File: config.mk
export PLATFORM = sky130hd
export DESIGN_NAME = cpuTop
export DESIGN_NICKNAME = d
export VERILOG_FILES = /design/src/design/busPkg.sv /design/src/design/isaPkg.sv /design/src/design/cpuTop.sv /design/src/design/execCore.sv /design/src/design/fetchUnit.sv /design/src/design/memArbiter.sv
export VERILOG_INCLUDE_DIRS = /design/src /design/src/design
export SDC_FILE = /design/constraint.sdc
export NUM_CORES = 1
export LEC_CHECK = 0
export BUFFER_PORTS_ARGS = -buffer_cell sky130_fd_sc_hd__clkbuf_2
export CAP_MARGIN = 10
export CORE_MARGIN = 10
export CORE_UTILIZATION = 63
export CTS_BUF_LIST = sky130_fd_sc_hd__clkbuf_4
export DETAILED_ROUTE_END_ITERATION = 16
export PLACE_DENSITY = 0.87
export SLEW_MARGIN = 20
export SYNTH_ARGS = -nofsm -noshare
export SYNTH_HDL_FRONTEND = slang
export SYNTH_SLANG_ARGS = --single-unit
File: constraint.sdc
create_clock -name clk -period 6.03 [get_ports clk]
set_input_delay 1.5075 -clock clk [delete_from_list [all_inputs] [get_ports clk]]
set_output_delay 1.5075 -clock clk [all_outputs]
set_load 0.01 [all_outputs]
File: src/design/cpu_params.svh
`ifndef CPU_PARAMS_SVH
`define CPU_PARAMS_SVH

// data, address and instruction width
`define WORD_SIZE 16

// architectural register file
`define NUM_REGS  4
`define REG_IDX_W 2

// immediate field of the I format, sign-extended to a word
`define IMM_W     8

`endif

File: src/design/busPkg.sv
`default_nettype none

`include "cpu_params.svh"

package busPkg;

    // request side of a four-phase memory link
    typedef struct packed {
        logic                  write;
        logic [`WORD_SIZE-1:0] addr;
        logic [`WORD_SIZE-1:0] wdata;
    } memReqS;

    // only valid while ack is high
    typedef struct packed {
        logic [`WORD_SIZE-1:0] rdata;
    } memRspS;

endpackage

`default_nettype wire

File: src/design/isaPkg.sv
`default_nettype none

`include "cpu_params.svh"

package isaPkg;

    typedef enum logic [3:0] {
        opBne  = 4'd0,
        opAdi  = 4'd4,
        opLwd  = 4'd7,
        opSwd  = 4'd8,
        opJmp  = 4'd9,
        opRgrp = 4'd15   // func field selects the operation
    } opcodeE;

    typedef enum logic [5:0] {
        fnAdd = 6'd0,
        fnSub = 6'd1,
        fnAnd = 6'd2,
        fnOrr = 6'd3,
        fnWwd = 6'd28,
        fnHlt = 6'd29
    } funcE;

    typedef struct packed {
        opcodeE                opcode;
        logic [`REG_IDX_W-1:0] rs;
        logic [`REG_IDX_W-1:0] rt;
        logic [`REG_IDX_W-1:0] rd;
        funcE                  func;
    } rFormatS;

    typedef struct packed {
        opcodeE                opcode;
        logic [`REG_IDX_W-1:0] rs;
        logic [`REG_IDX_W-1:0] rt;
        logic [`IMM_W-1:0]     imm;
    } iFormatS;

    typedef struct packed {
        opcodeE                opcode;
        logic [`WORD_SIZE-5:0] target;   // low 12 bits of the jump address
    } jFormatS;

    // one fetched word, read through whichever format its opcode implies
    typedef union packed {
        rFormatS r;
        iFormatS i;
        jFormatS j;
    } instrU;

endpackage

`default_nettype wire

File: src/design/cpuTop.sv
`default_nettype none

`include "cpu_params.svh"

module cpuTop (
    input  logic                  clk,
    input  logic                  rst,
    output logic                  memReq,
    output busPkg::memReqS        memReqData,
    input  logic                  memAck,
    input  busPkg::memRspS        memRsp,
    output logic [`WORD_SIZE-1:0] outputPort,
    output logic                  outputValid,
    output logic [`WORD_SIZE-1:0] numInst,
    output logic                  halted
);

    logic                  instrValid;
    isaPkg::instrU         instrWord;
    logic [`WORD_SIZE-1:0] instrPc;
    logic                  instrTake;
    logic                  redirect;
    logic [`WORD_SIZE-1:0] redirectPc;

    logic                  fetchReq;
    busPkg::memReqS        fetchReqData;
    logic                  fetchAck;
    busPkg::memRspS        fetchRsp;
    logic                  dataReq;
    busPkg::memReqS        dataReqData;
    logic                  dataAck;
    busPkg::memRspS        dataRsp;

    fetchUnit uFetch (
        .clk          (clk),
        .rst          (rst),
        .redirect     (redirect),
        .redirectPc   (redirectPc),
        .halted       (halted),
        .instrTake    (instrTake),
        .instrValid   (instrValid),
        .instrWord    (instrWord),
        .instrPc      (instrPc),
        .fetchReq     (fetchReq),
        .fetchReqData (fetchReqData),
        .fetchAck     (fetchAck),
        .fetchRsp     (fetchRsp)
    );

    execCore uCore (
        .clk         (clk),
        .rst         (rst),
        .instrValid  (instrValid),
        .instrWord   (instrWord),
        .instrPc     (instrPc),
        .instrTake   (instrTake),
        .redirect    (redirect),
        .redirectPc  (redirectPc),
        .dataReq     (dataReq),
        .dataReqData (dataReqData),
        .dataAck     (dataAck),
        .dataRsp     (dataRsp),
        .outputPort  (outputPort),
        .outputValid (outputValid),
        .numInst     (numInst),
        .halted      (halted)
    );

    // single external port shared by instruction and data traffic
    memArbiter uArb (
        .clk          (clk),
        .rst          (rst),
        .fetchReq     (fetchReq),
        .fetchReqData (fetchReqData),
        .fetchAck     (fetchAck),
        .fetchRsp     (fetchRsp),
        .dataReq      (dataReq),
        .dataReqData  (dataReqData),
        .dataAck      (dataAck),
        .dataRsp      (dataRsp),
        .memReq       (memReq),
        .memReqData   (memReqData),
        .memAck       (memAck),
        .memRsp       (memRsp)
    );

endmodule

`default_nettype wire

File: src/design/execCore.sv
`default_nettype none

`include "cpu_params.svh"

module execCore (
    input  logic                  clk,
    input  logic                  rst,
    input  logic                  instrValid,
    input  isaPkg::instrU         instrWord,
    input  logic [`WORD_SIZE-1:0] instrPc,
    output logic                  instrTake,
    output logic                  redirect,
    output logic [`WORD_SIZE-1:0] redirectPc,
    output logic                  dataReq,
    output busPkg::memReqS        dataReqData,
    input  logic                  dataAck,
    input  busPkg::memRspS        dataRsp,
    output logic [`WORD_SIZE-1:0] outputPort,
    output logic                  outputValid,
    output logic [`WORD_SIZE-1:0] numInst,
    output logic                  halted
);

    // request phase also serves as idle
    typedef enum logic {dsRequest, dsRelease} dataStateE;

    dataStateE             dataState;
    logic [`WORD_SIZE-1:0] regFile [`NUM_REGS];
    logic [`WORD_SIZE-1:0] retireCount;
    logic [`WORD_SIZE-1:0] loadData;
    logic                  haltReg;

    isaPkg::opcodeE        op;
    isaPkg::funcE          fn;
    logic [`REG_IDX_W-1:0] rs;
    logic [`REG_IDX_W-1:0] rt;
    logic [`REG_IDX_W-1:0] rd;
    logic [`WORD_SIZE-1:0] immExt;
    logic [`WORD_SIZE-1:0] rsVal;
    logic [`WORD_SIZE-1:0] rtVal;
    logic [`WORD_SIZE-1:0] aluResult;
    logic                  isRgrp;
    logic                  isAluR;
    logic                  isMem;
    logic                  isWwd;
    logic                  isHlt;
    logic                  take;
    logic                  regWrite;

    assign op     = instrWord.r.opcode;
    assign fn     = instrWord.r.func;
    assign rs     = instrWord.i.rs;
    assign rt     = instrWord.i.rt;
    assign rd     = instrWord.r.rd;
    assign immExt = {{(`WORD_SIZE - `IMM_W){instrWord.i.imm[`IMM_W-1]}}, instrWord.i.imm};
    assign rsVal  = regFile[rs];
    assign rtVal  = regFile[rt];

    assign isRgrp = (op == isaPkg::opRgrp);
    assign isAluR = isRgrp && (fn inside {isaPkg::fnAdd, isaPkg::fnSub, isaPkg::fnAnd,
                                          isaPkg::fnOrr});
    assign isMem  = (op == isaPkg::opLwd) || (op == isaPkg::opSwd);
    assign isWwd  = isRgrp && (fn == isaPkg::fnWwd);
    assign isHlt  = isRgrp && (fn == isaPkg::fnHlt);

    // rs + imm unless R group, so loads and stores get their address here too
    always_comb begin
        aluResult = rsVal + immExt;
        if (isRgrp) begin
            case (fn)
                isaPkg::fnSub: aluResult = rsVal - rtVal;
                isaPkg::fnAnd: aluResult = rsVal & rtVal;
                isaPkg::fnOrr: aluResult = rsVal | rtVal;
                default:       aluResult = rsVal + rtVal;
            endcase
        end
    end

    // memory ops retire once ack has dropped, everything else right away
    always_comb begin
        take = 1'b0;
        if (instrValid && !haltReg)
            take = isMem ? (dataState == dsRelease && !dataAck) : 1'b1;
    end

    assign instrTake = take;
    assign regWrite  = take && (isAluR || op == isaPkg::opAdi || op == isaPkg::opLwd);

    assign redirect   = take && ((op == isaPkg::opJmp) || (op == isaPkg::opBne && rsVal != rtVal));
    assign redirectPc = (op == isaPkg::opJmp) ?
                        {instrPc[`WORD_SIZE-1:`WORD_SIZE-4], instrWord.j.target} :
                        instrPc + 1'b1 + immExt;

    // instruction stays in the fetch buffer, so the request is stable
    assign dataReq     = instrValid && isMem && !haltReg && (dataState == dsRequest);
    assign dataReqData = '{write: (op == isaPkg::opSwd), addr: aluResult, wdata: rtVal};

    always_ff @(posedge clk) begin
        if (rst)
            dataState <= dsRequest;
        else if (dataState == dsRequest && dataReq && dataAck)
            dataState <= dsRelease;
        else if (dataState == dsRelease && !dataAck)
            dataState <= dsRequest;
    end

    always_ff @(posedge clk) begin
        if (dataState == dsRequest && dataAck)
            loadData <= dataRsp.rdata;   // rsp is gone once ack falls
    end

    always_ff @(posedge clk) begin
        if (rst) begin
            for (int i = 0; i < `NUM_REGS; i++)
                regFile[i] <= '0;
        end else if (regWrite) begin
            if (isRgrp)
                regFile[rd] <= aluResult;
            else if (op == isaPkg::opLwd)
                regFile[rt] <= loadData;
            else
                regFile[rt] <= aluResult;   // ADI
        end
    end

    always_ff @(posedge clk) begin
        if (rst) begin
            retireCount <= '0;
            haltReg     <= 1'b0;
        end else begin
            if (take)
                retireCount <= retireCount + 1'b1;
            if (take && isHlt)
                haltReg <= 1'b1;
        end
    end

    assign outputPort  = rsVal;
    assign outputValid = take && isWwd;
    assign numInst     = retireCount + {{(`WORD_SIZE-1){1'b0}}, take};   // includes this one
    assign halted      = haltReg || (take && isHlt);

endmodule

`default_nettype wire

File: src/design/fetchUnit.sv
`default_nettype none

`include "cpu_params.svh"

module fetchUnit (
    input  logic                  clk,
    input  logic                  rst,
    input  logic                  redirect,
    input  logic [`WORD_SIZE-1:0] redirectPc,
    input  logic                  halted,
    input  logic                  instrTake,
    output logic                  instrValid,
    output isaPkg::instrU         instrWord,
    output logic [`WORD_SIZE-1:0] instrPc,
    output logic                  fetchReq,
    output busPkg::memReqS        fetchReqData,
    input  logic                  fetchAck,
    input  busPkg::memRspS        fetchRsp
);

    typedef enum logic [1:0] {fsIdle, fsWaitAck, fsWaitDrop, fsDiscard} fetchStateE;

    fetchStateE            state;
    logic [`WORD_SIZE-1:0] pc;       // next address to fetch
    logic [`WORD_SIZE-1:0] reqPc;    // address of the fetch in flight
    logic                  bufValid;
    isaPkg::instrU         bufWord;
    logic [`WORD_SIZE-1:0] bufPc;
    logic                  issue;
    logic                  capture;

    // never fetch past a buffer that stays full this cycle
    assign issue   = (state == fsIdle) && !halted && !redirect && (!bufValid || instrTake);
    assign capture = (state == fsWaitAck) && fetchAck && !redirect;

    always_ff @(posedge clk) begin
        if (rst) begin
            state    <= fsIdle;
            pc       <= '0;
            bufValid <= 1'b0;
        end else begin
            case (state)
                fsIdle: if (issue) state <= fsWaitAck;
                fsWaitAck: begin
                    if (fetchAck)
                        state <= fsWaitDrop;
                    else if (redirect)
                        state <= fsDiscard;   // finish the handshake, drop the word
                end
                fsDiscard: if (fetchAck) state <= fsWaitDrop;
                fsWaitDrop: if (!fetchAck) state <= fsIdle;
                default: state <= fsIdle;
            endcase

            if (redirect)
                pc <= redirectPc;
            else if (issue)
                pc <= pc + 1'b1;

            if (redirect)
                bufValid <= 1'b0;   // flush the prefetched word
            else if (capture)
                bufValid <= 1'b1;
            else if (instrTake)
                bufValid <= 1'b0;
        end
    end

    always_ff @(posedge clk) begin
        if (issue)
            reqPc <= pc;
        if (capture) begin
            bufWord <= fetchRsp.rdata;
            bufPc   <= reqPc;
        end
    end

    assign fetchReq     = (state == fsWaitAck) || (state == fsDiscard);
    assign fetchReqData = '{write: 1'b0, addr: reqPc, wdata: '0};

    assign instrValid = bufValid;
    assign instrWord  = bufWord;
    assign instrPc    = bufPc;

endmodule

`default_nettype wire

File: src/design/memArbiter.sv
`default_nettype none

module memArbiter (
    input  logic           clk,
    input  logic           rst,
    input  logic           fetchReq,
    input  busPkg::memReqS fetchReqData,
    output logic           fetchAck,
    output busPkg::memRspS fetchRsp,
    input  logic           dataReq,
    input  busPkg::memReqS dataReqData,
    output logic           dataAck,
    output busPkg::memRspS dataRsp,
    output logic           memReq,
    output busPkg::memReqS memReqData,
    input  logic           memAck,
    input  busPkg::memRspS memRsp
);

    typedef enum logic [1:0] {ownNone, ownFetch, ownData} ownerE;

    ownerE owner;
    logic  portIdle;
    logic  grantData;
    logic  grantFetch;

    assign portIdle = (owner == ownNone) && !memAck;

    // new grants pass through in the same cycle, data wins a tie
    assign grantData  = (owner == ownData) || (portIdle && dataReq);
    assign grantFetch = (owner == ownFetch) || (portIdle && !dataReq && fetchReq);

    assign memReq     = (grantData && dataReq) || (grantFetch && fetchReq);
    assign memReqData = grantData ? dataReqData : fetchReqData;

    assign dataAck  = grantData && memAck;
    assign fetchAck = grantFetch && memAck;
    assign dataRsp  = grantData ? memRsp : '0;
    assign fetchRsp = grantFetch ? memRsp : '0;

    always_ff @(posedge clk) begin
        if (rst) begin
            owner <= ownNone;
        end else if (portIdle) begin
            if (dataReq)
                owner <= ownData;
            else if (fetchReq)
                owner <= ownFetch;
        end else if (owner != ownNone && !memReq && !memAck) begin
            owner <= ownNone;   // handshake back at idle
        end
    end

endmodule

`default_nettype wire

# Word-level counts from Yosys, hierarchy flattened
# Memory sizes are Yosys's and may differ from the RTL's. A register that Yosys moved wholly into a read port is not among the register bits.
# Index checks and enable logic that the tools add are counted.
[totals]
regBits = 103
ram_bits = 64
input_bits = 19
output_inout_bits = 68
elab_cells = 158
mem_count = 1
[memory_table]
columns = ["memory", "depth", "width", "read_ports", "rd_clocked_by_memory_dff", "write_ports", "line", "source"]
rows = [
  ["uCore.regFile", 4, 16, 2, 2, 4, "execCore.sv:28", "logic [`WORD_SIZE-1:0] regFile [`NUM_REGS];"],
]
[classes]
add_sub_neg = 8
n_eq_ne = 21
mux = 49
bitwise = 4
reduce_logical = 64
[op_table]
columns = ["cell", "count"]
rows = [
  ["$mux 16", 7],
  ["$add 16x1->16 const B", 3],
  ["$add 16x16->16", 3],
  ["$pmux 16 s3", 1],
  ["$mux 33", 1],
  ["$reduce_or 16->1", 2],
  ["$logic_and 1x1->1", 31],
  ["$mux 2", 15],
  ["$mux 1", 24],
  ["$add 16x1->16", 1],
  ["$and 16x16->16", 1],
  ["$ne 16x16->1", 1],
  ["$or 16x16->16", 1],
  ["$sub 16x16->16", 1],
  ["$eq 4x4->1 const B", 3],
  ["$eq 6x2->1 const B", 2],
  ["$eq 6x5->1 const B", 2],
  ["$logic_or 1x1->1", 10],
  ["$reduce_bool 2->1", 5],
  ["$eq 4x3->1 const B", 2],
  ["$logic_not 1->1", 8],
  ["$pmux 2 s4", 1],
  ["$eq 2x2->1 const B", 3],
  ["$eq 6x1->1 const B", 1],
  ["other kinds (13)", 17],
]

# Logic depth before layout (Yosys ltp)
[logic_depth]
ltp_word = 20
mapped_depth = 16
depth_no_buf = 13

# Hierarchy
# A second synthesis with hierarchy kept.
[hier_totals]
cells_unflattened = 1278
area_unflattened_um2 = 12487.0
[modules_own_cells]
columns = ["module", "instances", "cells_each", "area_each_um2", "seq_area_each_um2"]
rows = [
  ["execCore", 1, 975, 8908.5, 2762.6],
  ["fetchUnit", 1, 212, 2736.4, 1821.7],
  ["memArbiter", 1, 91, 842.1, 40.0],
]

# Worst setup path after synthesis
# No wires, ideal clock.
[synth_timing]
kind = "register to output"
startpoint = "reg with a tool-made name"
endpoint = "out memReqData[28] in the netlist's numbering"
arrival_ps = 3998
required_ps = 4523
slack_ps = 524
path_stages_with_launch = 15
path_buffers = 2
path_cell_list = "dfxtp_1 -> clkbuf_1 -> buf_1 -> mux4_2 -> ha_1 -> fa_1 -> o21bai_1 -> nand2_1 -> a21boi_0 -> a211oi_1 -> o31ai_1 -> xor2_1 -> nor2_1 -> o21ai_0 -> a21oi_1"
[synth_lines]
columns = ["item", "line", "source"]
rows = [
  ["end, declared", "cpuTop.sv:9", "output busPkg::memReqS memReqData,"],
]

==> parameters.txt <==
Parameter                              Value

Worst setup path
  Type of the setup path with the least slack    reg -> out
  Reg2Reg Depth    12
  Type of element capturing the critical path    primary output
  R2r setup slk    1.30 ns
  Endpoint of the worst setup timing path    memReqData[26]
  Worst path required time    4.52 ns
  Largest incremental delay on the critical path    0.57 ns
  Endpoint arrival time on the critical path    4.34 ns
  Worst setup SP type    flip-flop
  Cell breakdown of the critical path    buf_4, mux4_2, ha_1, fa_1, o21bai_2, nand2_1, a21boi_1, a211oi_2, a2111o_1, o31a_1, a21oi_1, o21ai_0, clkbuf_2
  Largest fanout of any net on the critical path    6
  Cell with the largest stage delay on the worst path    sky130_fd_sc_hd__mux4_2

Synth
  Mean cell area of the mapped netlist    9.55 um2
  Synthesized netlist net count    1340
  Number of distinct standard cells referenced by the synthesized netlist    76
  Share of Yosys cell area claimed by the top area cell type    32.6%
  Most numerous cell in the Yosys netlist    sky130_fd_sc_hd__nor2_1
  Number of instances in the synthesized netlist    1236
  Register bit count reported by yosys    171
  Synth area leaders    sky130_fd_sc_hd__edfxtp_1 (33%), sky130_fd_sc_hd__ha_1 (8.6%), sky130_fd_sc_hd__dfxtp_1 (7.3%), sky130_fd_sc_hd__mux4_2 (6.1%), sky130_fd_sc_hd__nor2_1 (5.5%)
  Top cells by instance count after synthesis    sky130_fd_sc_hd__nor2_1 (174), sky130_fd_sc_hd__edfxtp_1 (128), sky130_fd_sc_hd__nand2_1 (90), sky130_fd_sc_hd__a21oi_1 (81), sky130_fd_sc_hd__ha_1 (81)
  Largest area contributor in the synthesized netlist    sky130_fd_sc_hd__edfxtp_1
  Number of enable-type register cells in the synthesized netlist    128
  Async set-or-reset flop fraction in the synthesized netlist    0%
  Most instantiated flip-flop cell in the synthesis netlist    sky130_fd_sc_hd__edfxtp_1
  Total of warnings raised by yosys    0
  Share of synthesized area occupied by flip-flops and latches    39.9%
  Combined area of all synthesized cells    11800 um2

Worst hold path
  Type of the tightest min-delay check    reg -> reg

Floorplanning
  Core Area    18200 um2
  Area of the die    24600 um2
  Top-level I/O count    87
  Height of the chip    157 um
  Die W    157 um
  FP Rows    49
  Initial Util    64.8%

Clock network
  Root buffer cell    sky130_fd_sc_hd__clkbuf_4
  CTS tree    done
  Worst-case clock buffer depth    2
  CTS H-Tree Depth    4
  Worst-path clk slew    0.14 ns
  Number of hold buffers added after CTS    0
  Clock Sink Count    171
  Number of buffers inserted during clock tree synthesis    17
  Clock Latency Late Sink    0.59 ns

GRT
  Residual overflow from global routing    0
  Maximum number of pins on one net before global-route repair    45
  Total routing usage reported by global routing    29.0%
  First-pass GRT wire length    55600 um
  Initial antenna violation count    1
  Vias in the first global route    9769

Pwr
  Power per standard cell area    209 nW/um2
  Switching component of the power    924 uW
  Maximum VDD drop    0.000202 V
  Clock share of power    24.2%
  Share of total power in combinational logic    25.6%
  Total power consumption of the routed design    2.68 mW
  Cell internal power dissipation    1.76 mW
  Leakage dissipation    5.15 nW
  Switch share    34.5%
  Part of the total power dissipated in sequential elements    50.2%

Outcome
  Status    complete, no violations

Routing
  Via-per-instance ratio    6.67
  Iter 0 DRT Violations    1530
  Average wire per standard cell    23.2 um
  Via count of the routed design    10400
  Detailed Routing Iterations Pass 1    5
  DRC viols    0
  Detailed-route wire length    36000 um
  DRT antenna net count    0

STA
  Worst slack on hold paths    0.457 ns
  Count of final max-slew check failures    0
  Final Critical Period    5.85 ns
  Crit share post-route    97.0%
  Final setup vio count    0
  Worst slew margin    33.2%
  Final number of hold-violating endpoints    0
  RSZ-0062 raised after global routing    yes
  Total negative slack for setup checks    0 ns
  Setup clock skew after layout    0.0320 ns
  Maximum clock rate    0.171 GHz
  Measured slew at the worst slew-check pin    1.00 ns

Layout
  Net count, final    1412
  Fin cells    1551
  Fraction of final layout cells sized beyond drive strength 1    16.0%
  Area overhead of the layout relative to synthesis    8.55%

Place
  Count of input and output buffers    86
  Final estimated routing congestion in global placement    1.02
  Detailed-placement wirelength estimate    27200 um
  Inst Count DP    1516

Run
  Max-cap violations    0
power groups by stage:
stage / combinational (mW) / sequential (mW) / clock (mW)
floorplan: 0.468 / 1.35 / 0
global placement: 0.642 / 1.37 / 0
detailed placement: 0.654 / 1.37 / 0
CTS: 0.658 / 1.35 / 0.653
global route: 0.740 / 1.35 / 0.704
finish: 0.687 / 1.35 / 0.649
layout make-up:
type,instances,area (um2)
flip-flops and latches,171,4710
fillers,1343,5400
clock inverters,13,128
repair buffers,119,682
inverters,66,248
multi-input cells,933,6610
diodes,1,2.50
clock buffers,19,143
well taps,229,287
registers in the layout (all words and copies together) (netlist names), 16 cells and up, named ones only:
register / count
uCore.retireCount: 16
uFetch.instrWord: 16
uFetch.pc: 16
uCore.loadData: 16
uFetch.instrPc: 16
uFetch.reqPc: 16
uCore.regFile: 64
per-stage QoR:
stage | area, um2 | utilization [%] | setup WS, ns
after floorplan | 11800 | - | 0.524
after global placement | 12500 | 68.5 | 0.558
after detailed placement | 12500 | 68.5 | 0.410
after CTS | 12800 | 70.1 | 0.0581
after global routing | 12800 | 70.3 | -0.0374
final | 12800 | 70.3 | 0.183
repair_timing:
action                                  4_1_cts  5_1_grt
endpoints found under the setup margin        3        5
resized for setup                             3       11
endpoints found under the hold margin         0        0
setup buffers                                 0        2
worst max-delay path: cells and delay by family, from the launching register on:
kind,cells,cell delay [ns]
AO/OA/AOI/OAI,7,1.56
adder cells (fa/ha/maj),2,0.69
buffers and inverters,2,0.43
flip-flops,1,0.42
multiplexers,1,0.57
AND/OR/NAND/NOR,1,0.08
cells in the final DEF, fill, tap and decap left out, types with 5 or more instances in the layout:
cell / n
sky130_fd_sc_hd__nand3_1: 22
sky130_fd_sc_hd__a31oi_1: 5
sky130_fd_sc_hd__a21oi_1: 79
sky130_fd_sc_hd__buf_4: 32
sky130_fd_sc_hd__clkbuf_2: 86
sky130_fd_sc_hd__inv_6: 5
sky130_fd_sc_hd__inv_1: 65
sky130_fd_sc_hd__a221oi_1: 9
sky130_fd_sc_hd__nor4_1: 8
sky130_fd_sc_hd__a211oi_1: 27
sky130_fd_sc_hd__and4_1: 5
sky130_fd_sc_hd__a21o_1: 9
sky130_fd_sc_hd__edfxtp_1: 128
sky130_fd_sc_hd__mux4_2: 32
sky130_fd_sc_hd__o31ai_1: 10
sky130_fd_sc_hd__o21a_1: 10
sky130_fd_sc_hd__nor2_1: 174
sky130_fd_sc_hd__ha_1: 81
sky130_fd_sc_hd__nand2_1: 90
sky130_fd_sc_hd__nand2b_1: 8
sky130_fd_sc_hd__or3_1: 10
sky130_fd_sc_hd__and3_1: 13
sky130_fd_sc_hd__o21bai_1: 10
sky130_fd_sc_hd__xor2_1: 31
sky130_fd_sc_hd__o211ai_1: 5
sky130_fd_sc_hd__nor2b_1: 10
sky130_fd_sc_hd__mux2i_1: 5
sky130_fd_sc_hd__o21ai_0: 71
sky130_fd_sc_hd__dfxtp_1: 41
sky130_fd_sc_hd__nand4_1: 8
sky130_fd_sc_hd__xnor2_1: 53
sky130_fd_sc_hd__clkbuf_4: 19
sky130_fd_sc_hd__o22ai_1: 5
sky130_fd_sc_hd__and2_1: 38
sky130_fd_sc_hd__nor3_1: 21
per-layer routing:
metal | track usage (%) | vias up | share of wire, %
met4 | 8.94 | 0 | 3.1
met1 | 39.2 | 4906 | 40
li1 | - | 4625 | -
met2 | 44.8 | 717 | 45
met3 | 7.54 | 103 | 12
met5 | 0 | - | 0
kinds of logic after synthesis:
group | Yosys count | synth area share (%)
compound gates | 291 | 16.0
xor+xnor | 84 | 6.23
fa+ha+maj | 85 | 9.27
buf+inv | 132 | 4.38
flops | 171 | 39.9
mux | 41 | 6.91
simple gates | 432 | 17.4
worst min-delay path by stage:
stage	cells past startpoint	from	to	slack [ns]
floorplan	0	uFetch.pc[14]	uFetch.reqPc[14]	0.41
global placement	0	uFetch.pc[14]	uFetch.reqPc[14]	0.42
detailed placement	0	uFetch.pc[14]	uFetch.reqPc[14]	0.42
CTS	0	uFetch.pc[14]	uFetch.reqPc[14]	0.45
global route	0	uFetch.pc[15]	uFetch.reqPc[15]	0.45
finish	0	uFetch.pc[14]	uFetch.reqPc[14]	0.46
Power figures use the tool's default switching activity.
